**src/hdl/lsu_pkg.sv**
```systemverilog
package lsu_pkg;

	// byte address on the link
	typedef logic [31:0] addr_t;
	// one memory word, also the AXI data width
	typedef logic [63:0] dword_t;
	// one bit per byte lane
	typedef logic [7:0] strb_t;
	typedef logic [1:0] resp_t;
	// funct3: size in [1:0], zero-extend in [2]
	typedef logic [2:0] width_t;

	localparam resp_t RESP_OKAY = 2'd0;
	localparam resp_t RESP_SLVERR = 2'd2;

	// size field of funct3
	localparam logic [1:0] SIZE_B = 2'd0;
	localparam logic [1:0] SIZE_H = 2'd1;
	localparam logic [1:0] SIZE_W = 2'd2;
	localparam logic [1:0] SIZE_D = 2'd3;

	typedef enum logic [1:0] {
		EX_IDLE,
		EX_READ,
		EX_WRITE,
		EX_RESULT
	} exec_state_t;

	typedef enum logic {RD_IDLE, RD_RESP} sram_rd_state_t;
	typedef enum logic {WR_IDLE, WR_RESP} sram_wr_state_t;

endpackage
```
**src/hdl/lsu_result.sv**
```systemverilog
`timescale 1ns/10ps

module lsu_result (
	input logic clk,
	input logic rst,
	input logic done,
	input logic done_store,
	input logic [2:0] done_addr_lo,
	input lsu_pkg::width_t done_width,
	input lsu_pkg::dword_t done_data,
	input logic done_err,
	input logic res_ready,
	output logic res_free,
	output logic res_valid,
	output lsu_pkg::dword_t res_data,
	output logic res_err
);

	lsu_pkg::dword_t shifted;
	lsu_pkg::dword_t extended;
	logic zext;

	// move the addressed bytes down to lane 0
	assign shifted = done_data >> {done_addr_lo, 3'b000};
	assign zext = done_width[2];

	always_comb begin
		case (done_width[1:0])
			lsu_pkg::SIZE_B: extended = {{56{!zext && shifted[7]}}, shifted[7:0]};
			lsu_pkg::SIZE_H: extended = {{48{!zext && shifted[15]}}, shifted[15:0]};
			lsu_pkg::SIZE_W: extended = {{32{!zext && shifted[31]}}, shifted[31:0]};
			default: extended = shifted;
		endcase
	end

	// slot empty, or being read out this cycle
	assign res_free = !res_valid || res_ready;

	always_ff @(posedge clk) begin
		if (rst)
			res_valid <= 1'b0;
		else if (done && res_free)
			res_valid <= 1'b1;
		else if (res_ready)
			res_valid <= 1'b0;
	end

	always_ff @(posedge clk) begin
		if (done && res_free) begin
			// stores and errors carry no data
			res_data <= (done_store || done_err) ? '0 : extended;
			res_err <= done_err;
		end
	end

endmodule

```
**config.mk**
```make
export PLATFORM = sky130hd
export DESIGN_NAME = lsu_result
export DESIGN_NICKNAME = d
export VERILOG_FILES = /design/src/hdl/lsu_pkg.sv /design/src/hdl/lsu_result.sv
export SDC_FILE = /design/constraint.sdc
export NUM_CORES = 1
export LEC_CHECK = 0
export ABC_AREA = 1
export BUFFER_PORTS_ARGS = -buffer_cell sky130_fd_sc_hd__buf_2
export CORE_AREA = 3 3 100 102
export DETAILED_ROUTE_END_ITERATION = 12
export DIE_AREA = 0 0 103 105
export HOLD_SLACK_MARGIN = 0.1
export PLACE_DENSITY = 0.8
export SYNTH_ARGS = -nofsm -noshare
export SYNTH_HDL_FRONTEND = slang
export SYNTH_SLANG_ARGS = --single-unit
```
**constraint.sdc**
```tcl
create_clock -name clk -period 5.6 [get_ports clk]
set_input_delay 1.4 -clock clk [delete_from_list [all_inputs] [get_ports clk]]
set_output_delay 1.4 -clock clk [all_outputs]
set_load 0.01 [all_outputs]
```
* Yosys cells after proc, flatten, opt, wreduce, memory -nomap -nowiden
Cells that the tools add are included.
** Word-level totals
- Flip-flop bits (word level) :: 66
- Input bits :: 76
- Output and inout bits :: 67
- Word-level logic and storage cells :: 19
** Operators by class
- Equality and inequality tests :: 2
- Shifts and indexed selects :: 1
- Mux-type cells :: 3
- Reduce and logical (&&, ||, !) cells :: 10
** Operator list (number)
- $pmux W64 S3 :: 1
- $shr A64 B6 Y64 :: 1
- $logic_and A1 B1 Y1 :: 4
- $eq A2 B1 Y1 const B :: 1
- $eq A2 B2 Y1 const B :: 1
- $logic_not A1 Y1 :: 2
- $logic_not A2 Y1 :: 1
- $logic_or A1 B1 Y1 :: 2
- $mux W1 :: 2
- $reduce_bool A2 Y1 :: 1

* Logic depth before layout (Yosys ltp)
- Depth in word-level cells :: 4
- Depth in mapped cells :: 12
- Gate-level depth less buffers :: 11

* Worst setup path before layout
Ideal clock, no wire load.
- Path type :: input -> register
- Start :: input port done
- End :: register res_data[0] (enable)
- Library setup time :: 509 ps
- Arrival :: 4596 ps
- Required time :: 5091 ps
- Path slack :: 494 ps
- Cell stages on the path :: 2
- Path buffers :: 0
- Cells stage by stage :: inv_1 > a21oi_1
** Between the ends
- Cells in the longest elaborated chain, start to end :: 1
** RTL lines
- start, declared :: line lsu_result.sv:6 : input logic done,
- $logic_and A1 B1 Y1 :: line lsu_result.sv:49 : if (done && res_free) begin
- end signal, assigned :: line lsu_result.sv:51 : res_data <= (done_store || done_err) ? '0 : extended;
- end, declared :: line lsu_result.sv:15 : output lsu_pkg::dword_t res_data,
No other way between the ends.
A chain may end at the register's enable or synchronous reset.

* Final worst setup path
- Start :: input port done_addr_lo[2]
- End :: register res_data[22], data pin
** Between the ends
- Cells in the longest elaborated chain, start to end :: 3
- Elaborated cells on any way between the ends :: 4
- Classes of those cells :: shift (1); mux (1); reduce/logical (2)
** RTL lines
- start, declared :: line lsu_result.sv:8 : input logic [2:0] done_addr_lo,
- $shr A64 B6 Y64 * :: line lsu_result.sv:24 : assign shifted = done_data >> {done_addr_lo, 3'b000};
- $logic_and A1 B1 Y1, on equally long branches :: line lsu_result.sv:30, lsu_result.sv:29
- $pmux W64 S3 * :: line lsu_result.sv:28 : case (done_width[1:0])
Mark *: on every way between the ends. The rest lies on a longest branch, timed or not.

==> results.yml <==
floorplan:
  start_util_pct: 52.4
  dieArea_um2: 10800
  die_x_um: 103
  pin_count: 143
  coreArea_um2: 9200
  die_height_um: 105
  rows: 35
pwr:
  comb_power_share_pct: 21.9
  p_clk_share_pct: 34.5
  leakage_nw: 2.94
  p_sw_share_pct: 30.6
  internal_power_mw: 0.932
  ir_drop_v: 0.000114
  power.switching_mw: 0.411
  powerDensity_nw_per_um2: 240
  power_frac_seq_pct: 43.7
place:
  portBuffers: 142
  gp_congestion: 0.949
  dp_hpwl_mm: 9.71
synth:
  ys_seq_elements: 66
  yosysTopAreaCell: "edfxtp_1"
  syn_inst: 650
  syn-cell-area_um2: 4810
  syn_area_per_cell_um2: 7.41
  yosysTopAreaCellShare_pct: 40.5
  synth_fp_nets: 726
  ys_seq_area_share_pct: 41.0
  synth_area_leaders: "edfxtp_1 (41%), nand2_1 (18%), inv_1 (4.9%)"
  ys_types: 30
  ys_warn_count: 0
cells_and_area:
  multi_input_area_um2: 2250
  final_common_cell: "nand2_1"
  drive_gt1_share_pct: 25.5
  fillCellCount: 863
  nets: 832
  fin_util_pct: 60.8
  diodes: 0
  register_area_um2: 1970
  layout_common_cells: "nand2_1 (231), buf_2 (142), edfxtp_1 (65), inv_1 (63), nand3_1 (46)"
  syn_to_final_growth_pct: 16.1
worst_hold_path:
  hold_class: "flop to flop"
detailed_routing:
  ant_nets: 0
  route.detailed.drc: 0
  wl_mm: 13.5
  vias: 4835
  drt-initial-drc-count: 618
  wl_per_cell_um: 15.5
  viasPerCell: 5.54
  drt_pass1_iterations: 5
worst_setup_path:
  cp.arrival_ns: 3.79
  cp_max_fo: 41
  cp_top_family: "buffers and inverters"
  critPathMaxStageDelay_ns: 0.64
  crit_path_frequent_cell: "nand2_1"
  path_buf_inv: 4
  end_kind: "flop"
  path_class: "input port to flop"
  cp.required_ns: 5.72
  worstPathCellList: "buf_2, inv_1, nand3_1, nand2_1, nand2_4, nand2_4, inv_4, nand2_1, nand2_1, inv_1"
  cp_slowest_cell: "inv_1"
  cp-start-kind: "input port"
sta:
  skew_ns: 0.0117
  fin_crit_ns: 3.66
  fin_crit_sh_pct: 65.4
  slew_violations: 0
  slew_headroom_pct: 26.9
  rsz0062_at_grt: "no"
  worst_slew_pin_slew_ns: 1.09
  setup_viol_count_final: 0
  hold_viol: 0
  tns_ns: 0
  fmax_mhz: 273
  whs_ns: 0.538
global_route:
  antenna_found_initial: 0
  grtUsageTotal_pct: 25.0
  grt_pass1_vias: 4209
  grt_pass1_wl_mm: 21.4
  grt_max_degree: 68
  grt_overflow_total: 0
clock_network:
  cts_made_buffers: 9
  clockRootBuffer: "clkbuf_8"
  clock-sinks: 66
  clk_latency_ns: 0.37
  cts_tree: "done"
  cts_resized: 0
  holdBufCountCts: 0
  post_cts_buffers: 0
  htree_levels: 3
  cts.path.max_buffers: 2
  path_clk_slew_ns: 0.08
flow_run:
  cap_violations: 0
status:
  outcome: "complete, no violations"
-- tightest hold or removal path: cells and delay by family, from the launching register on --
family	cells	cell delay, ns
flip-flops	1	0.35
AND/OR/NAND/NOR	1	0.09
AO/OA/AOI/OAI	1	0.06
-- cell usage after synthesis --
master    instances
a21oi_1          37
and2_1            3
buf_1             1
buf_2            13
buf_4            10
buf_6            14
clkbuf_1         14
dfxtp_1           1
edfxtp_1         65
inv_1            63
inv_2             3
inv_4             1
mux2i_1           3
nand2_1         231
nand2_2           6
nand2_4           2
nand3_1          46
nand3_2           1
nand3_4           2
nand4_1          34
nor2_1           15
nor2_4            1
nor3_1            1
nor3_4            1
o211ai_1         22
o211ai_2          1
o21ai_0          27
o21ai_1          21
o21ai_2           4
or2_2             7
-- stage by stage --
step / power (mW) / area (um2) / setup WS [ns] / std cells
after floorplan: 0.795 / 4810 / 0.494 / 650
after global placement: 0.882 / 5370 / 1.72 / 856
after global routing: 1.40 / 5590 / 1.76 / 872
final: 1.34 / 5590 / 1.94 / 872
after CTS: 1.35 / 5590 / 2.04 / 872
after detailed placement: 0.886 / 5370 / 1.67 / 856
-- state kept, by name (all words and copies together), names as in the netlist --
register	count
res_data	64
res_err	1
res_valid	1
-- metal layers --
metal  track usage, %  vias to the layer above  routed length, um
li1                 -                     2384                  -
met1             37.0                     2160               5970
met3             4.41                       23               1230
met5                0                        -                  0
met2             36.7                      268               5990
met4             8.23                        0                344
-- worst paths after layout --
path | start | endpoint | slack [ns] | cells after the start
setup / recovery | done_addr_lo[2] | res_data[22]$_SDFFCE_PP0P_ | 1.94 | 10
hold / removal | res_valid$_SDFFE_PP0P_ | res_valid$_SDFFE_PP0P_ | 0.54 | 2
setup reg to reg | res_valid$_SDFFE_PP0P_ | res_data[15]$_SDFFCE_PP0P_ | 3.50 | 2
hold reg to reg | res_valid$_SDFFE_PP0P_ | res_valid$_SDFFE_PP0P_ | 0.54 | 2
-- layout make-up --
type                       count  share of cell area [%]
sequential                    66                    35.3
timing repair buffer         147                    13.4
inverter                      67                    4.54
tap                          111                    2.48
multi-input combinational    465                    40.3
clock buffer                   9                    2.22
clock inverter                 7                    1.81
-- power by group through the flow --
| stage | logic (mW) | clock network (mW) | registers [mW] |
|---|---|---|---|
| after floorplan | 0.176 | 0 | 0.619 |
| after global placement | 0.284 | 0 | 0.597 |
| after detailed placement | 0.288 | 0 | 0.598 |
| final | 0.294 | 0.463 | 0.587 |
| after global routing | 0.326 | 0.486 | 0.590 |
| after CTS | 0.290 | 0.471 | 0.587 |
-- kinds of logic after synthesis --
group                  after synthesis  synth area share, %
multiplexers                         3                0.624
AND/OR/NAND/NOR                    350                 32.5
AO/OA/AOI/OAI                      112                 13.3
buffers and inverters              119                 12.6
flip-flops                          66                 41.0
Power figures use the tool's default switching activity.
