### src/hdl/lsu_pkg.sv
package lsu_pkg;

	// byte address on the link
	typedef logic [31:0] addr_t;
	// one memory word, also the AXI data width
	typedef logic [63:0] dword_t;
	// one bit per byte lane
	typedef logic [7:0] strb_t;
	typedef logic [1:0] resp_t;
	// funct3: size in [1:0], zero-extend in [2]
	typedef logic [2:0] width_t;

	localparam resp_t RESP_OKAY = 2'd0;
	localparam resp_t RESP_SLVERR = 2'd2;

	// size field of funct3
	localparam logic [1:0] SIZE_B = 2'd0;
	localparam logic [1:0] SIZE_H = 2'd1;
	localparam logic [1:0] SIZE_W = 2'd2;
	localparam logic [1:0] SIZE_D = 2'd3;

	typedef enum logic [1:0] {
		EX_IDLE,
		EX_READ,
		EX_WRITE,
		EX_RESULT
	} exec_state_t;

	typedef enum logic {RD_IDLE, RD_RESP} sram_rd_state_t;
	typedef enum logic {WR_IDLE, WR_RESP} sram_wr_state_t;

endpackage
### src/hdl/lsu_op_if.sv
`timescale 1ns/10ps

interface lsu_op_if;

	logic valid;
	logic ready;
	// effective byte address, not yet word aligned
	lsu_pkg::addr_t addr;
	lsu_pkg::strb_t strb;
	// store data already placed on its lanes
	lsu_pkg::dword_t wdata;
	lsu_pkg::width_t width;
	logic store;
	logic misaligned;

	modport op_source (output valid, addr, strb, wdata, width, store, misaligned, input ready);
	modport op_sink (input valid, addr, strb, wdata, width, store, misaligned, output ready);

endinterface

### src/hdl/lsu_decode.sv
`timescale 1ns/10ps

module lsu_decode (
	input logic clk,
	input logic rst,
	input logic req_valid,
	output logic req_ready,
	input lsu_pkg::width_t req_width,
	input logic req_store,
	input lsu_pkg::addr_t req_base,
	input logic [11:0] req_offset,
	input lsu_pkg::dword_t req_wdata,
	lsu_op_if.op_source op
);

	lsu_pkg::addr_t eff_addr;
	lsu_pkg::strb_t strb;
	lsu_pkg::dword_t lane_data;
	logic misaligned;
	logic live;
	logic accept;

	// base plus sign-extended 12-bit offset
	assign eff_addr = req_base + {{20{req_offset[11]}}, req_offset};

	// alignment, strobe and lane replication per size
	always_comb begin
		case (req_width[1:0])
			lsu_pkg::SIZE_B: begin
				misaligned = 1'b0;
				strb = 8'h01 << eff_addr[2:0];
				lane_data = {8{req_wdata[7:0]}};
			end
			lsu_pkg::SIZE_H: begin
				misaligned = eff_addr[0];
				strb = 8'h03 << eff_addr[2:0];
				lane_data = {4{req_wdata[15:0]}};
			end
			lsu_pkg::SIZE_W: begin
				misaligned = |eff_addr[1:0];
				strb = 8'h0f << eff_addr[2:0];
				lane_data = {2{req_wdata[31:0]}};
			end
			default: begin
				misaligned = |eff_addr[2:0];
				strb = 8'hff;
				lane_data = req_wdata;
			end
		endcase
	end

	// keeps req_ready low until the cycle after reset
	always_ff @(posedge clk) begin
		if (rst)
			live <= 1'b0;
		else
			live <= 1'b1;
	end

	// slot empty, or draining this cycle
	assign req_ready = live && (!op.valid || op.ready);
	assign accept = req_valid && req_ready;

	always_ff @(posedge clk) begin
		if (rst)
			op.valid <= 1'b0;
		else if (accept)
			op.valid <= 1'b1;
		else if (op.ready)
			op.valid <= 1'b0;
	end

	// op payload
	always_ff @(posedge clk) begin
		if (accept) begin
			op.addr <= eff_addr;
			op.strb <= strb;
			op.wdata <= lane_data;
			op.width <= req_width;
			op.store <= req_store;
			op.misaligned <= misaligned;
		end
	end

endmodule

### src/flat_wrapper.sv
// flat-port wrapper written by rule: the top's interface ports become plain ports
module lsu_decode_flat 
  (clk, rst, req_valid, req_ready, req_width, req_store, req_base, req_offset, req_wdata, op_valid, op_addr, op_strb, op_wdata, op_width, op_store, op_misaligned, op_ready);
  lsu_op_if op_i ();
  input logic clk;
  input logic rst;
  input logic req_valid;
  output logic req_ready;
  input lsu_pkg::width_t req_width;
  input logic req_store;
  input lsu_pkg::addr_t req_base;
  input logic [11:0] req_offset;
  input lsu_pkg::dword_t req_wdata;
  output wire logic [$bits(op_i.valid)-1:0] op_valid;
  output wire logic [$bits(op_i.addr)-1:0] op_addr;
  output wire logic [$bits(op_i.strb)-1:0] op_strb;
  output wire logic [$bits(op_i.wdata)-1:0] op_wdata;
  output wire logic [$bits(op_i.width)-1:0] op_width;
  output wire logic [$bits(op_i.store)-1:0] op_store;
  output wire logic [$bits(op_i.misaligned)-1:0] op_misaligned;
  input wire logic [$bits(op_i.ready)-1:0] op_ready;
  assign op_valid = op_i.valid;
  assign op_addr = op_i.addr;
  assign op_strb = op_i.strb;
  assign op_wdata = op_i.wdata;
  assign op_width = op_i.width;
  assign op_store = op_i.store;
  assign op_misaligned = op_i.misaligned;
  assign op_i.ready = op_ready;
  lsu_decode u_core (.clk(clk), .rst(rst), .req_valid(req_valid), .req_ready(req_ready), .req_width(req_width), .req_store(req_store), .req_base(req_base), .req_offset(req_offset), .req_wdata(req_wdata), .op(op_i));
endmodule
### config.mk
export PLATFORM = sky130hd
export DESIGN_NAME = lsu_decode_flat
export DESIGN_NICKNAME = d
export VERILOG_FILES = /design/src/hdl/lsu_pkg.sv /design/src/hdl/lsu_op_if.sv /design/src/hdl/lsu_decode.sv /design/src/flat_wrapper.sv
export SDC_FILE = /design/constraint.sdc
export NUM_CORES = 1
export LEC_CHECK = 0
export BUFFER_PORTS_ARGS = -buffer_cell sky130_fd_sc_hd__buf_4
export CORE_MARGIN = 10
export CORE_UTILIZATION = 54
export DETAILED_ROUTE_END_ITERATION = 8
export GPL_ROUTABILITY_DRIVEN = 0
export GPL_TIMING_DRIVEN = 0
export PLACE_DENSITY = 0.95
export SKIP_LAST_GASP = 1
export SYNTH_ARGS = -nofsm -noshare
export SYNTH_HDL_FRONTEND = slang
export SYNTH_SLANG_ARGS = --single-unit
### constraint.sdc
create_clock -name clk -period 7.5 [get_ports clk]
set_input_delay 0.75 -clock clk [delete_from_list [all_inputs] [get_ports clk]]
set_output_delay 0.75 -clock clk [all_outputs]
set_load 0.02 [all_outputs]
# Word-level counts from Yosys, hierarchy flattened
# Index checks and enable logic that the tools add are counted.
# classes
bitwise,0
mux,6
order_cmp,0
mul,0
add_sub_neg,1
n_reduce_logical,8
div_mod_pow,0
eq_ne,2
shift,3
# ops
op,count
64-bit case mux with 3 select lines,1
32-bit adder,1
8-bit case mux with 3 select lines,1
1-bit by 3-bit << shifter with 8-bit output (first input constant),1
2-bit by 3-bit << shifter with 8-bit output (first input constant),1
4-bit by 3-bit << shifter with 8-bit output (first input constant),1
1-bit 2-to-1 mux,3
1-bit case mux with 3 select lines,1
3-bit OR reduction,1
2-bit by 1-bit equality test with 1-bit output (second input constant),1
2-bit equality test (second input constant),1
1-bit logical AND,2
2-bit zero test,1
2-bit nonzero test,1
2-bit OR reduction,1
1-bit zero test,1
1-bit logical OR,1
# word_totals
rom_bits,0
latchBits,0
mem_bits_rw,0
reg_bits,111
mem_count,0
in_bits,116

# Depth between registers and ports, before layout
# depth
ltp_word,5
mapped_depth,9
depth_no_buf,9

# Worst setup path before layout
# No wires, ideal clock.
# synth_path
path_kind,input -> register
startpoint,input op_ready
endpoint,register u_core.op.addr[0] (enable)
path_buffers,0
required_time_ns,7.037
cell_stages,4
setup_ns,0.463
arrival_time_ns,3.323
path_slack_ns,3.714
cell_sequence,nand2b_1 -> and2_1 -> nand2_1 -> inv_1
# synth_between
elab_chain_len,3
# synth_rtl
element,line_no,text
"start, declared",flat_wrapper.sv:21,input wire logic [$bits(op_i.ready)-1:0] op_ready;
1-bit logical OR,lsu_decode.sv:61,assign req_ready = live && (!op.valid || op.ready);
1-bit logical AND,lsu_decode.sv:61,
net req_ready,flat_wrapper.sv:8,output logic req_ready;
1-bit logical AND,lsu_decode.sv:62,assign accept = req_valid && req_ready;
net u_core.accept,lsu_decode.sv:21,logic accept;
"end signal, assigned",lsu_decode.sv:76,op.addr <= eff_addr;
"end, declared",lsu_op_if.sv:16,"modport op_source (output valid, addr, strb, wdata, width, store, misaligned, input ready);"
# The timed path passes the listed nets, and every way through them passes these cells.
# A chain may end at the register's enable or synchronous reset.

# Worst setup path after layout
# layout_path
startpoint,input req_base[0]
endpoint,register u_core.op.strb[6] (data pin)
# layout_between
elab_chain_len,3
# layout_rtl
element,line_no,text
"start, declared",flat_wrapper.sv:11,input lsu_pkg::addr_t req_base;
32-bit adder (*),lsu_decode.sv:24,"assign eff_addr = req_base + {{20{req_offset[11]}}, req_offset};"
net u_core.eff_addr[2],lsu_decode.sv:16,lsu_pkg::addr_t eff_addr;
"4-bit by 3-bit << shifter with 8-bit output, or another cell as far along",lsu_decode.sv:41,strb = 8'h0f << eff_addr[2:0];
8-bit case mux with 3 select lines (*),lsu_decode.sv:28,case (req_width[1:0])
"end, declared",lsu_op_if.sv:16,
# Mark *: on every way through the listed nets, which the timed path passes. The rest lies on a longest branch.

==> impl_metrics.yaml <==
worst_setup_path:
  worst-path-buf-inv: 2
  crit_cells: 7
  cp.arrival_ns: 2.89
  startpoint: "req_base[0]"
  cp_max_fo: 7
  slowest_stage: "xnor2_1"
  endpoint: "u_core.op.strb[6]"
  end_kind: "flip-flop"
  critPathLaunchType: "input pin"
  path_class: "input pin to flip-flop"
  r2r_setup_slack_ns: 5.67
  max_stage_delay_ns: 0.49
  r2r_start: "u_core.op.valid"
  worst_r2r_path_depth: 5
  cp_cell_sequence: "buf_4 -> ha_1 -> fa_1 -> xnor2_1 -> inv_1 -> a31o_2 -> a221o_1"
  reg2reg_to: "u_core.op.addr[25]"
  cp_top_family: "compound AO/OA/AOI/OAI gates"
  crit_required_ns: 7.63
logic_synthesis:
  netlist_instances: 493
  postSynth.asyncResetShare: 0
  synth-main-ff-cell: "edfxtp_1"
  ys_warn_count: 0
  syn-num-nets: 645
  synth_cell_types: 59
  netlist_area_um2: 6010
  syn_area_per_cell_um2: 12.2
  ys_ff_latch: 111
  synth_edf_count: 109
  ys_seq_area_frac: 0.552
final_layout:
  area.sequential_um2: 3310
  fill_cells: 662
  num_antenna_cells: 0
  final_area_um2: 8100
  multi_input_area_um2: 2540
  layout_common_cells: "226 x buf_4, 109 x edfxtp_1, 35 x ha_1"
  final_layout_size_suffix_gt1_frac: 0.364
  syn2layout_area_growth_pct: 34.8
  final_common_cell: "buf_4"
  nNetsFinal: 883
cts:
  htreeDepth: 3
  clk_pin_slew_ns: 0.10
  numCtsBuffers: 9
  postCtsSetupBuffers: 0
  clock_latency_ns: 0.37
  root_buffer: "clkbuf_8"
  holdBufCountCts: 0
  clk_path_buf_depth: 2
  cts_tree: "built"
  cts.sinks: 111
  cts_resized: 0
place:
  hpwl_um: 14700
  dpl_cell_area_um2: 7910
  port_buffers: 226
timing:
  rsz0062_at_grt: "no"
  fmax_ghz: 0.362
  setup-tns-final_ns: 0
  finalCritPeriodShare: 0.368
  finClkSkew_ns: 0.0105
  final_max_slew_viol_count: 0
  hold_violations: 0
  tightest_slew_ns: 0.641
  period_minus_slack_ns: 2.76
  hold_slack_ns: 0.535
  final-setup-viol-count: 0
  relSlewSlack: 0.571
route:
  vias_per_cell: 5.96
  vias: 5221
  wirelength_um: 18400
  drt_first_iter_violations: 640
  detail-route-antenna-nets: 0
  dr.pass1.iters: 6
  wl_per_cell_um: 21.0
  drc: 0
floorplan:
  die_height_um: 125
  die_area_um2: 15700
  initial_core_util: 0.552
  die_width_um: 125
  coreArea_um2: 10900
  ioPinCount: 227
  row_count: 38
run:
  max_cap_viol_count: 0
status:
  status: "finished clean"
power_and_ir_drop:
  irDropWorstVdd_mv: 0.127
  power_leakage_uw: 0.00348
  total_power_uw: 1530
  p_per_area_nw_per_um2: 189
grt:
  antenna_found_initial: 0
  overflow: 0
  grt_pass1_vias: 5150
  grt_usage: 0.220
  grt_pass1_wl_um: 28100
  grt_max_degree: 77
hold_path:
  hold_class: "flip-flop to flip-flop"
-- through the flow --
step                      utilization  instances  worst slack (ns)
after floorplan                     -        493              3.71
after global placement          0.724        859              3.06
after detailed placement        0.726        860              4.40
after CTS                       0.744        876              4.79
after global routing            0.744        876              4.60
final                           0.744        876              4.74
-- metal layers --
| layer | vias to the layer above | global-route usage | wire [µm] |
|---|---|---|---|
| met5 | - | 0 | 0 |
| met4 | 0 | 0.0657 | 414 |
| met3 | 40 | 0.0558 | 1820 |
| met2 | 332 | 0.391 | 9370 |
| met1 | 2442 | 0.255 | 6750 |
| li1 | 2407 | - | - |
-- cells by family after synthesis --
logic type	after synthesis	synth area share
AO/OA/AOI/OAI	178	0.222
flip-flops	111	0.552
buffers and inverters	38	0.0254
multiplexers	1	0.00167
XOR/XNOR	30	0.0437
AND/OR/NAND/NOR	99	0.0792
adder cells (fa/ha/maj)	36	0.0762
-- final cells by class --
cell class | count | share of cell area
Sequential cell | 111 | 0.409
Multi-Input combinational cell | 344 | 0.314
Timing Repair Buffer | 227 | 0.213
Tap cell | 140 | 0.0216
Clock buffer | 11 | 0.0162
Buffer | 27 | 0.0138
Clock inverter | 5 | 0.00695
Inverter | 11 | 0.00541
-- report_power, final --
part / switching [µW] / total [µW] / internal, µW
clock: 199 / 354 / 155
sequential: 13.3 / 754 / 741
combinational: 238 / 422 / 184
total: 451 / 1530 / 1080
-- tightest hold or removal path, cell delays in order, from the launching register on --
cell and delay [ns]:
dfxtp_1 0.34, nand2b_1 0.09, a21oi_1 0.08
-- flip-flops by register name (all words and copies together), names as in the netlist --
signal / count
u_core.op.addr: 32
u_core.op.width: 3
u_core.op.store: 1
u_core.op.misaligned: 1
u_core.op.strb: 8
u_core.op.valid: 1
u_core.live: 1
u_core.op.wdata: 64
-- worst min-delay path by stage --
| stage | start | to | slack (ns) | cells after the start |
|---|---|---|---|---|
| 2_1_floorplan | u_core.op.valid | u_core.op.valid | 0.55 | 2 |
| 3_3_place_gp | u_core.op.valid | u_core.op.valid | 0.46 | 2 |
| 3_5_place_dp | u_core.op.valid | u_core.op.valid | 0.52 | 2 |
| 4_1_cts | u_core.op.valid | u_core.op.valid | 0.53 | 2 |
| 5_1_grt | rst | u_core.op.valid | 0.53 | 2 |
| 6_report | u_core.op.valid | u_core.op.valid | 0.53 | 2 |
-- synthesized netlist by cell type, types with 2 or more instances --
cell / count / area share
nand4_1: 8 / 0.0083
or2_2: 3 / 0.0031
ha_1: 35 / 0.073
nand2_1: 30 / 0.019
nor3_1: 7 / 0.0058
clkbuf_1: 23 / 0.014
xor2_1: 11 / 0.016
a211oi_2: 2 / 0.0042
o21bai_1: 2 / 0.0025
a21o_1: 27 / 0.034
o211ai_2: 2 / 0.0042
o21a_1: 3 / 0.0037
o21ai_0: 23 / 0.019
buf_2: 2 / 0.0017
nand3_1: 7 / 0.0058
a211oi_1: 4 / 0.0050
a21oi_1: 31 / 0.026
o21ai_1: 2 / 0.0017
edfxtp_1: 109 / 0.54
nor2_1: 24 / 0.015
o31ai_1: 3 / 0.0037
o211ai_1: 3 / 0.0037
inv_1: 11 / 0.0069
a31oi_1: 4 / 0.0042
nand2b_1: 6 / 0.0062
o21ai_2: 4 / 0.0058
xnor2_1: 19 / 0.028
a22o_1: 16 / 0.023
a21oi_2: 4 / 0.0058
a22oi_1: 16 / 0.020
dfxtp_1: 2 / 0.0067
and2_1: 3 / 0.0031
a221o_1: 18 / 0.030
and3_1: 4 / 0.0042
Note: power is estimated with default switching activity, not from simulation.
