==> src/hdl/lsu_pkg.sv <==
package lsu_pkg;

	// byte address on the link
	typedef logic [31:0] addr_t;
	// one memory word, also the AXI data width
	typedef logic [63:0] dword_t;
	// one bit per byte lane
	typedef logic [7:0] strb_t;
	typedef logic [1:0] resp_t;
	// funct3: size in [1:0], zero-extend in [2]
	typedef logic [2:0] width_t;

	localparam resp_t RESP_OKAY = 2'd0;
	localparam resp_t RESP_SLVERR = 2'd2;

	// size field of funct3
	localparam logic [1:0] SIZE_B = 2'd0;
	localparam logic [1:0] SIZE_H = 2'd1;
	localparam logic [1:0] SIZE_W = 2'd2;
	localparam logic [1:0] SIZE_D = 2'd3;

	typedef enum logic [1:0] {
		EX_IDLE,
		EX_READ,
		EX_WRITE,
		EX_RESULT
	} exec_state_t;

	typedef enum logic {RD_IDLE, RD_RESP} sram_rd_state_t;
	typedef enum logic {WR_IDLE, WR_RESP} sram_wr_state_t;

endpackage
==> src/hdl/lsu_op_if.sv <==
`timescale 1ns/10ps

interface lsu_op_if;

	logic valid;
	logic ready;
	// effective byte address, not yet word aligned
	lsu_pkg::addr_t addr;
	lsu_pkg::strb_t strb;
	// store data already placed on its lanes
	lsu_pkg::dword_t wdata;
	lsu_pkg::width_t width;
	logic store;
	logic misaligned;

	modport op_source (output valid, addr, strb, wdata, width, store, misaligned, input ready);
	modport op_sink (input valid, addr, strb, wdata, width, store, misaligned, output ready);

endinterface

==> src/hdl/axi_lite_if.sv <==
`timescale 1ns/10ps

interface axi_lite_if;

	// read address
	lsu_pkg::addr_t araddr;
	logic arvalid;
	logic arready;
	// read data
	lsu_pkg::dword_t rdata;
	lsu_pkg::resp_t rresp;
	logic rvalid;
	logic rready;
	// write address
	lsu_pkg::addr_t awaddr;
	logic awvalid;
	logic awready;
	// write data
	lsu_pkg::dword_t wdata;
	lsu_pkg::strb_t wstrb;
	logic wvalid;
	logic wready;
	// write response
	lsu_pkg::resp_t bresp;
	logic bvalid;
	logic bready;

	modport master (
		output araddr, arvalid, rready, awaddr, awvalid, wdata, wstrb, wvalid, bready,
		input arready, rdata, rresp, rvalid, awready, wready, bresp, bvalid
	);

	modport slave (
		input araddr, arvalid, rready, awaddr, awvalid, wdata, wstrb, wvalid, bready,
		output arready, rdata, rresp, rvalid, awready, wready, bresp, bvalid
	);

endinterface

==> src/hdl/lsu_execute.sv <==
`timescale 1ns/10ps

module lsu_execute (
	input logic clk,
	input logic rst,
	input logic res_free,
	lsu_op_if.op_sink op,
	axi_lite_if.master bus,
	output logic done,
	output logic done_store,
	output logic [2:0] done_addr_lo,
	output lsu_pkg::width_t done_width,
	output lsu_pkg::dword_t done_data,
	output logic done_err
);

	lsu_pkg::exec_state_t state;
	logic take;

	// one op at a time, taken only when idle
	assign op.ready = (state == lsu_pkg::EX_IDLE);
	assign take = op.valid && op.ready;

	assign done = (state == lsu_pkg::EX_RESULT);
	assign bus.rready = (state == lsu_pkg::EX_READ);
	assign bus.bready = (state == lsu_pkg::EX_WRITE);

	always_ff @(posedge clk) begin
		if (rst) begin
			state <= lsu_pkg::EX_IDLE;
			bus.arvalid <= 1'b0;
			bus.awvalid <= 1'b0;
			bus.wvalid <= 1'b0;
		end else begin
			case (state)
				lsu_pkg::EX_IDLE: begin
					if (take) begin
						// misaligned ops never reach the bus
						if (op.misaligned) begin
							state <= lsu_pkg::EX_RESULT;
						end else if (op.store) begin
							state <= lsu_pkg::EX_WRITE;
							bus.awvalid <= 1'b1;
							bus.wvalid <= 1'b1;
						end else begin
							state <= lsu_pkg::EX_READ;
							bus.arvalid <= 1'b1;
						end
					end
				end
				lsu_pkg::EX_READ: begin
					if (bus.arready)
						bus.arvalid <= 1'b0;
					if (bus.rvalid)
						state <= lsu_pkg::EX_RESULT;
				end
				lsu_pkg::EX_WRITE: begin
					// aw and w may be taken separately
					if (bus.awready)
						bus.awvalid <= 1'b0;
					if (bus.wready)
						bus.wvalid <= 1'b0;
					if (bus.bvalid)
						state <= lsu_pkg::EX_RESULT;
				end
				lsu_pkg::EX_RESULT: begin
					// hold done until result stage has room
					if (res_free)
						state <= lsu_pkg::EX_IDLE;
				end
				default: state <= lsu_pkg::EX_IDLE;
			endcase
		end
	end

	always_ff @(posedge clk) begin
		if (take) begin
			// bus always sees word-aligned addresses
			bus.araddr <= {op.addr[31:3], 3'b000};
			bus.awaddr <= {op.addr[31:3], 3'b000};
			bus.wdata <= op.wdata;
			bus.wstrb <= op.strb;
			done_store <= op.store;
			done_addr_lo <= op.addr[2:0];
			done_width <= op.width;
			done_data <= '0;
			done_err <= op.misaligned;
		end
		if (state == lsu_pkg::EX_READ && bus.rvalid) begin
			done_data <= bus.rdata;
			done_err <= (bus.rresp != lsu_pkg::RESP_OKAY);
		end
		if (state == lsu_pkg::EX_WRITE && bus.bvalid)
			done_err <= (bus.bresp != lsu_pkg::RESP_OKAY);
	end

endmodule

==> src/flat_wrapper.sv <==
// flat-port wrapper written by rule: the top's interface ports become plain ports
module lsu_execute_flat 
  (clk, rst, res_free, done, done_store, done_addr_lo, done_width, done_data, done_err, op_valid, op_addr, op_strb, op_wdata, op_width, op_store, op_misaligned, op_ready, bus_araddr, bus_arvalid, bus_rready, bus_awaddr, bus_awvalid, bus_wdata, bus_wstrb, bus_wvalid, bus_bready, bus_arready, bus_rdata, bus_rresp, bus_rvalid, bus_awready, bus_wready, bus_bresp, bus_bvalid);
  lsu_op_if op_i ();
  axi_lite_if bus_i ();
  input logic clk;
  input logic rst;
  input logic res_free;
  output logic done;
  output logic done_store;
  output logic [2:0] done_addr_lo;
  output lsu_pkg::width_t done_width;
  output lsu_pkg::dword_t done_data;
  output logic done_err;
  input wire logic [$bits(op_i.valid)-1:0] op_valid;
  input wire logic [$bits(op_i.addr)-1:0] op_addr;
  input wire logic [$bits(op_i.strb)-1:0] op_strb;
  input wire logic [$bits(op_i.wdata)-1:0] op_wdata;
  input wire logic [$bits(op_i.width)-1:0] op_width;
  input wire logic [$bits(op_i.store)-1:0] op_store;
  input wire logic [$bits(op_i.misaligned)-1:0] op_misaligned;
  output wire logic [$bits(op_i.ready)-1:0] op_ready;
  output wire logic [$bits(bus_i.araddr)-1:0] bus_araddr;
  output wire logic [$bits(bus_i.arvalid)-1:0] bus_arvalid;
  output wire logic [$bits(bus_i.rready)-1:0] bus_rready;
  output wire logic [$bits(bus_i.awaddr)-1:0] bus_awaddr;
  output wire logic [$bits(bus_i.awvalid)-1:0] bus_awvalid;
  output wire logic [$bits(bus_i.wdata)-1:0] bus_wdata;
  output wire logic [$bits(bus_i.wstrb)-1:0] bus_wstrb;
  output wire logic [$bits(bus_i.wvalid)-1:0] bus_wvalid;
  output wire logic [$bits(bus_i.bready)-1:0] bus_bready;
  input wire logic [$bits(bus_i.arready)-1:0] bus_arready;
  input wire logic [$bits(bus_i.rdata)-1:0] bus_rdata;
  input wire logic [$bits(bus_i.rresp)-1:0] bus_rresp;
  input wire logic [$bits(bus_i.rvalid)-1:0] bus_rvalid;
  input wire logic [$bits(bus_i.awready)-1:0] bus_awready;
  input wire logic [$bits(bus_i.wready)-1:0] bus_wready;
  input wire logic [$bits(bus_i.bresp)-1:0] bus_bresp;
  input wire logic [$bits(bus_i.bvalid)-1:0] bus_bvalid;
  assign op_i.valid = op_valid;
  assign op_i.addr = op_addr;
  assign op_i.strb = op_strb;
  assign op_i.wdata = op_wdata;
  assign op_i.width = op_width;
  assign op_i.store = op_store;
  assign op_i.misaligned = op_misaligned;
  assign op_ready = op_i.ready;
  assign bus_araddr = bus_i.araddr;
  assign bus_arvalid = bus_i.arvalid;
  assign bus_rready = bus_i.rready;
  assign bus_awaddr = bus_i.awaddr;
  assign bus_awvalid = bus_i.awvalid;
  assign bus_wdata = bus_i.wdata;
  assign bus_wstrb = bus_i.wstrb;
  assign bus_wvalid = bus_i.wvalid;
  assign bus_bready = bus_i.bready;
  assign bus_i.arready = bus_arready;
  assign bus_i.rdata = bus_rdata;
  assign bus_i.rresp = bus_rresp;
  assign bus_i.rvalid = bus_rvalid;
  assign bus_i.awready = bus_awready;
  assign bus_i.wready = bus_wready;
  assign bus_i.bresp = bus_bresp;
  assign bus_i.bvalid = bus_bvalid;
  lsu_execute u_core (.clk(clk), .rst(rst), .res_free(res_free), .op(op_i), .bus(bus_i), .done(done), .done_store(done_store), .done_addr_lo(done_addr_lo), .done_width(done_width), .done_data(done_data), .done_err(done_err));
endmodule
==> config.mk <==
export PLATFORM = sky130hd
export DESIGN_NAME = lsu_execute_flat
export DESIGN_NICKNAME = d
export VERILOG_FILES = /design/src/hdl/lsu_pkg.sv /design/src/hdl/lsu_op_if.sv /design/src/hdl/axi_lite_if.sv /design/src/hdl/lsu_execute.sv /design/src/flat_wrapper.sv
export SDC_FILE = /design/constraint.sdc
export NUM_CORES = 1
export LEC_CHECK = 0
export BUFFER_PORTS_ARGS = -buffer_cell sky130_fd_sc_hd__buf_2
export CAP_MARGIN = 10
export CORE_AREA = 2 2 156 158
export CTS_BUF_LIST = sky130_fd_sc_hd__clkbuf_16
export DETAILED_ROUTE_END_ITERATION = 16
export DIE_AREA = 0 0 158 160
export PLACE_DENSITY = 0.63
export SLEW_MARGIN = 0
export SYNTH_ARGS = -nofsm -noshare
export SYNTH_HDL_FRONTEND = slang
export SYNTH_SLANG_ARGS = --single-unit
==> constraint.sdc <==
create_clock -name clk -period 5 [get_ports clk]
set_input_delay 0 -clock clk [delete_from_list [all_inputs] [get_ports clk]]
set_output_delay 0 -clock clk [all_outputs]
set_load 0.01 [all_outputs]
# == Word-level counts from Yosys, hierarchy flattened ==
# Cells that the tools add are included.
# W data, S select, Z words.
# totals
output_inout_bits,215
word_cells,63
ff_bits,178
# op_classes
eq_ne,13
muxes,24
n_reduce_logical,14
# op_table
cell,count
$mux W64,2
$reduce_and A5 Y1,3
$mux W1,12
$mux W2,6
$ne A2 B1 Y1 const B,5
$ne A2 B2 Y1 const B,5
$reduce_bool A2 Y1,5
$pmux W2 S4,1
$pmux W1 S2,3
$eq A2 B2 Y1 const B,2
$reduce_and A4 Y1,1
$logic_and A1 B1 Y1,3
$reduce_bool A3 Y1,1
$eq A2 B1 Y1 const B,1
$logic_not A2 Y1,1

# == Logic depth before layout (Yosys ltp) ==
# depth
depth_word,5
mapped_depth,6
ltp_nobuf,6

# == Worst setup path after synthesis ==
# Ideal clock, no wire load.
# synth_timing
path_kind,reg2reg
start,register u_core.state[0]
end,register u_core.bus.araddr[10] (enable)
path_stages_with_launch,5
setup_slack_ns,1.615
arrival_time_ns,2.923
cell_sequence,dfxtp_1 > inv_1 > ha_1 > nand2_1 > inv_1
# synth_via
elab_chain_cells,2
# synth_lines
element,line,rtl
start: declaration,lsu_execute.sv:17,lsu_pkg::exec_state_t state;
start signal: assignment,lsu_execute.sv:30,state <= lsu_pkg::EX_IDLE;
start signal: assignment,lsu_execute.sv:40,state <= lsu_pkg::EX_RESULT;
start signal: assignment,lsu_execute.sv:42,state <= lsu_pkg::EX_WRITE;
$logic_not A2 Y1,lsu_execute.sv:21,assign op.ready = (state == lsu_pkg::EX_IDLE);
$logic_and A1 B1 Y1,lsu_execute.sv:22,assign take = op.valid && op.ready;
named net u_core.take,lsu_execute.sv:18,logic take;
end signal: assignment,lsu_execute.sv:79,"bus.araddr <= {op.addr[31:3], 3'b000};"
end: declaration,axi_lite_if.sv:29,"output araddr, arvalid, rready, awaddr, awvalid, wdata, wstrb, wvalid, bready,"
# The timed path passes the listed nets, and every way through them passes these cells.
# A chain may end at the register's enable or synchronous reset.

# == Final worst setup path ==
# layout_timing
start,register u_core.state[1]
end,register u_core.done_data[45] (enable)
# layout_via
elab_chain_cells,3
elab_cells_between_ends,5
classes_between,eq/ne (1); reduce/logical (4)
# layout_lines
element,line,rtl
$eq A2 B1 Y1 or $logic_not A2 Y1 (tied branches),"lsu_execute.sv:89, lsu_execute.sv:21",
$logic_and A1 B1 Y1 (on tied branches),"lsu_execute.sv:89, lsu_execute.sv:22",
$reduce_bool A2 Y1 (no line) *,-,
end signal: assignment,lsu_execute.sv:90,done_data <= bus.rdata;
end: declaration,lsu_execute.sv:13,"output lsu_pkg::dword_t done_data,"
# Mark *: on every way between the ends. The rest lies on a longest branch, timed or not.

==> impl_metrics.csv <==
group,metric,value,unit
yosys,synth_top_family_by_area,"simple AND/OR/NAND/NOR gates",
die,dieArea,0.0253,mm^2
power_and_ir_drop,cellPowerDensity,455,mW/mm^2
place,hpwlAfterDp,14.1,mm
clock_tree,clkTransAtPathRegs,0.08,ns
worst_setup_path,r2r-end,"u_core.done_data[45]",
clock_tree,cts_resized,0,
min_path,whs_endpoint,"u_core.done_err",
sta,hold_viol,0,
drt,drt_pass1_iterations,4,
yosys,synth_top_cell_by_area,"edfxtp_1",
yosys,synth_fa_ha_area_share,1.37,%
worst_setup_path,reg2reg_depth,5,
drt,ant_nets,0,
worst_setup_path,worstSetupEndpointType,"flip-flop",
worst_setup_path,worstPathMaxFanout,66,
place,place.gp.congestion,0.767,
cells_and_area,area_growth,69.8,%
sta,finalSetupTns,0,ns
yosys,synth.area.top_cells,"edfxtp_1 (81%), and3_1 (6.3%), buf_4 (4.1%)",
yosys,synth_xor_area_share,0,%
global_routing,grt_pass1_vias,5527,
drt,wl,19.9,mm
global_routing,antenna_found_initial,3,
run_status,status,"finished clean",
drt,drc_errors,0,
worst_setup_path,critical_path_class,"reg -> reg",
yosys,yosysSeqAreaShare,82.9,%
die,initial_core_util,26.8,%
cells_and_area,final_cell_count_no_fill,1231,
sta,fmax,327,MHz
drt,vias_per_cell,4.09,
worst_setup_path,r2r_slack,1.94,ns
sta,slew_violations,0,
cells_and_area,fin_nets,1084,
global_routing,globalRouteTotalUtil,15.5,%
place,dpl.cell_count,1018,
yosys,synth.area.mux_share,0.783,%
sta,tightest_slew,1.01,ns
cells_and_area,filler_cell_count,2183,
clock_tree,cts_tree,"done",
cells_and_area,final_layout_size_suffix_gt1_share,48.0,%
min_path,hold_depth,3,
clock_tree,cts_root_buf,"clkbuf_16",
yosys,synth_cell_types,23,
yosys,ys_ff_latch,178,
yosys,synth-compound-area-share,1.78,%
die,die_y,160,um
min_path,hold_path_class,"in -> reg",
sta,max_slew_margin,32.7,%
clock_tree,clk_latency,0.42,ns
sta,rsz0062_at_grt,"no",
worst_setup_path,rr_startpoint,"u_core.state[1]",
die,fp.dieW,158,um
die,placementRows,57,
global_routing,grt_max_degree,79,
global_routing,grt_overflow,0,
worst_setup_path,crit_start,"u_core.state[1]",
sta,finalCritPeriodShare,61.1,%
clock_tree,clkSinkCount,178,
power_and_ir_drop,power,4.93,mW
cells_and_area,final_common_cell,"buf_2",
sta,setup_viol,0,
die,io_pins,401,
clock_tree,clockBufferDepth,2,
yosys,avgSynthCellArea,18.7,um^2
min_path,hold_path.startpoint,"op_valid",
drt,route.vias.total,5030,
yosys,syn-cell-area,0.00639,mm^2
worst_setup_path,critical_path_arrival,3.11,ns
die,core-area,0.0238,mm^2
cells_and_area,final_cell_mix,"buf_2 (394), dlygate4sd3_1 (178), edfxtp_1 (173)",
global_routing,grt_pass1_wl,29.4,mm
worst_setup_path,cp-start-kind,"flip-flop",
sta,fin_skew,0.0149,ns
worst_setup_path,crit_required,5.06,ns
drt,dr.first_iter.drc_count,186,
flow_run,drv_cap,0,
yosys,synthCells,342,
clock_tree,cts_buffers,17,
drt,detail_route.wl_per_cell,16.2,um
power_and_ir_drop,peakVddDrop,0.000200,V
sta,fin_crit,3.06,ns
yosys,synth_top_area_share,81.3,%
yosys,yosysWarnings,0,
yosys,synthSimpleGateAreaFrac,7.76,%
place,portBuffers,394,
clock_tree,htreeDepth,4,
power_and_ir_drop,power_leakage,4.90,nW
flip-flops by register name, summed over array words and instances (netlist names):
signal               count
u_core.bus.araddr       29
u_core.bus.arvalid       1
u_core.bus.awvalid       1
u_core.bus.wdata        64
u_core.bus.wstrb         8
u_core.bus.wvalid        1
u_core.done_addr_lo      3
u_core.done_data        64
u_core.done_err          1
u_core.done_store        1
u_core.done_width        3
u_core.state             2
stage by stage:
step           hold slack [ns]  setup slack [ns]  cell area [um^2]  utilization (%)
6_report                0.0719              1.94             10800             45.5
4_1_cts                 0.0582              1.85             10800             45.5
3_5_place_dp             0.178              1.90              8490             35.6
3_3_place_gp             0.177              2.00              8490             35.6
2_1_floorplan           0.0724              1.62              6410                -
5_1_grt                 0.0740              1.58             10800             45.5
cell type report:
| class | instances | area [um^2] | share of cell area, % |
|---|---|---|---|
| antenna | 3 | 7.51 | 0.0692 |
| clock buffer | 17 | 425 | 3.92 |
| clock inverter | 15 | 143 | 1.31 |
| inverter | 7 | 28.8 | 0.265 |
| multi-input combinational | 113 | 774 | 7.14 |
| sequential | 178 | 5300 | 48.8 |
| tap | 324 | 405 | 3.74 |
| timing repair buffer | 574 | 3770 | 34.7 |
how the worst max path moves through the flow:
| stage | end | slack, ns | depth (start not counted) |
|---|---|---|---|
| after detailed placement | u_core.done_data[28] | 1.90 | 5 |
| after global routing | u_core.done_data[46] | 1.58 | 5 |
| after CTS | u_core.done_data[46] | 1.85 | 5 |
| after global placement | u_core.done_data[17] | 2.00 | 5 |
| after floorplan | u_core.bus.araddr[10] | 1.62 | 4 |
| final | u_core.done_data[45] | 1.94 | 5 |
logic make-up after synthesis:
logic type               Yosys count
buffers and inverters             56
adder cells (fa/ha/maj)            7
multiplexers                       5
other                              1
flip-flops                       178
AND/OR/NAND/NOR                   83
AO/OA/AOI/OAI                     12
synth_stat cells (all sizes together):
library cell / instances
a21o: 1
ha: 7
a211oi: 2
a2111oi: 1
and3: 64
nor2: 7
nor3: 2
inv: 7
a21oi: 3
mux2i: 5
conb: 1
clkbuf: 13
nand3: 1
nand2b: 1
buf: 36
dfxtp: 5
a31oi: 3
a221oi: 2
nand2: 4
edfxtp: 173
nor2b: 4
power by group:
group | leakage (nW) | total, mW | switching, mW | internal, mW
combinational | 2.91 | 1.35 | 0.810 | 0.544
clock | 0.284 | 1.28 | 0.617 | 0.660
sequential | 1.71 | 2.30 | 0.135 | 2.17
routing by layer:
layer | wire length (um) | share of wire, % | global-route usage, % | vias to the layer above
met5 | 0 | 0 | 0 | -
met3 | 2030 | 10 | 6.81 | 31
li1 | - | - | - | 2355
met2 | 10300 | 52 | 27.5 | 261
met1 | 7160 | 36 | 16.0 | 2383
met4 | 446 | 2.2 | 5.36 | 0
critical path: stages (launching register included):
cell and delay, ns:
dfxtp_1 0.36, inv_1 0.14, ha_2 0.82, nand2_1 0.25, nand2_2 0.56, buf_4 0.55
repair_timing:
action                     4_1_cts  5_1_grt
buffers inserted                 0        0
hold endpoints to repair       179        0
hold buffers                   178        0
setup endpoints to repair        0        0
Note: power is estimated with default switching activity, not from simulation.
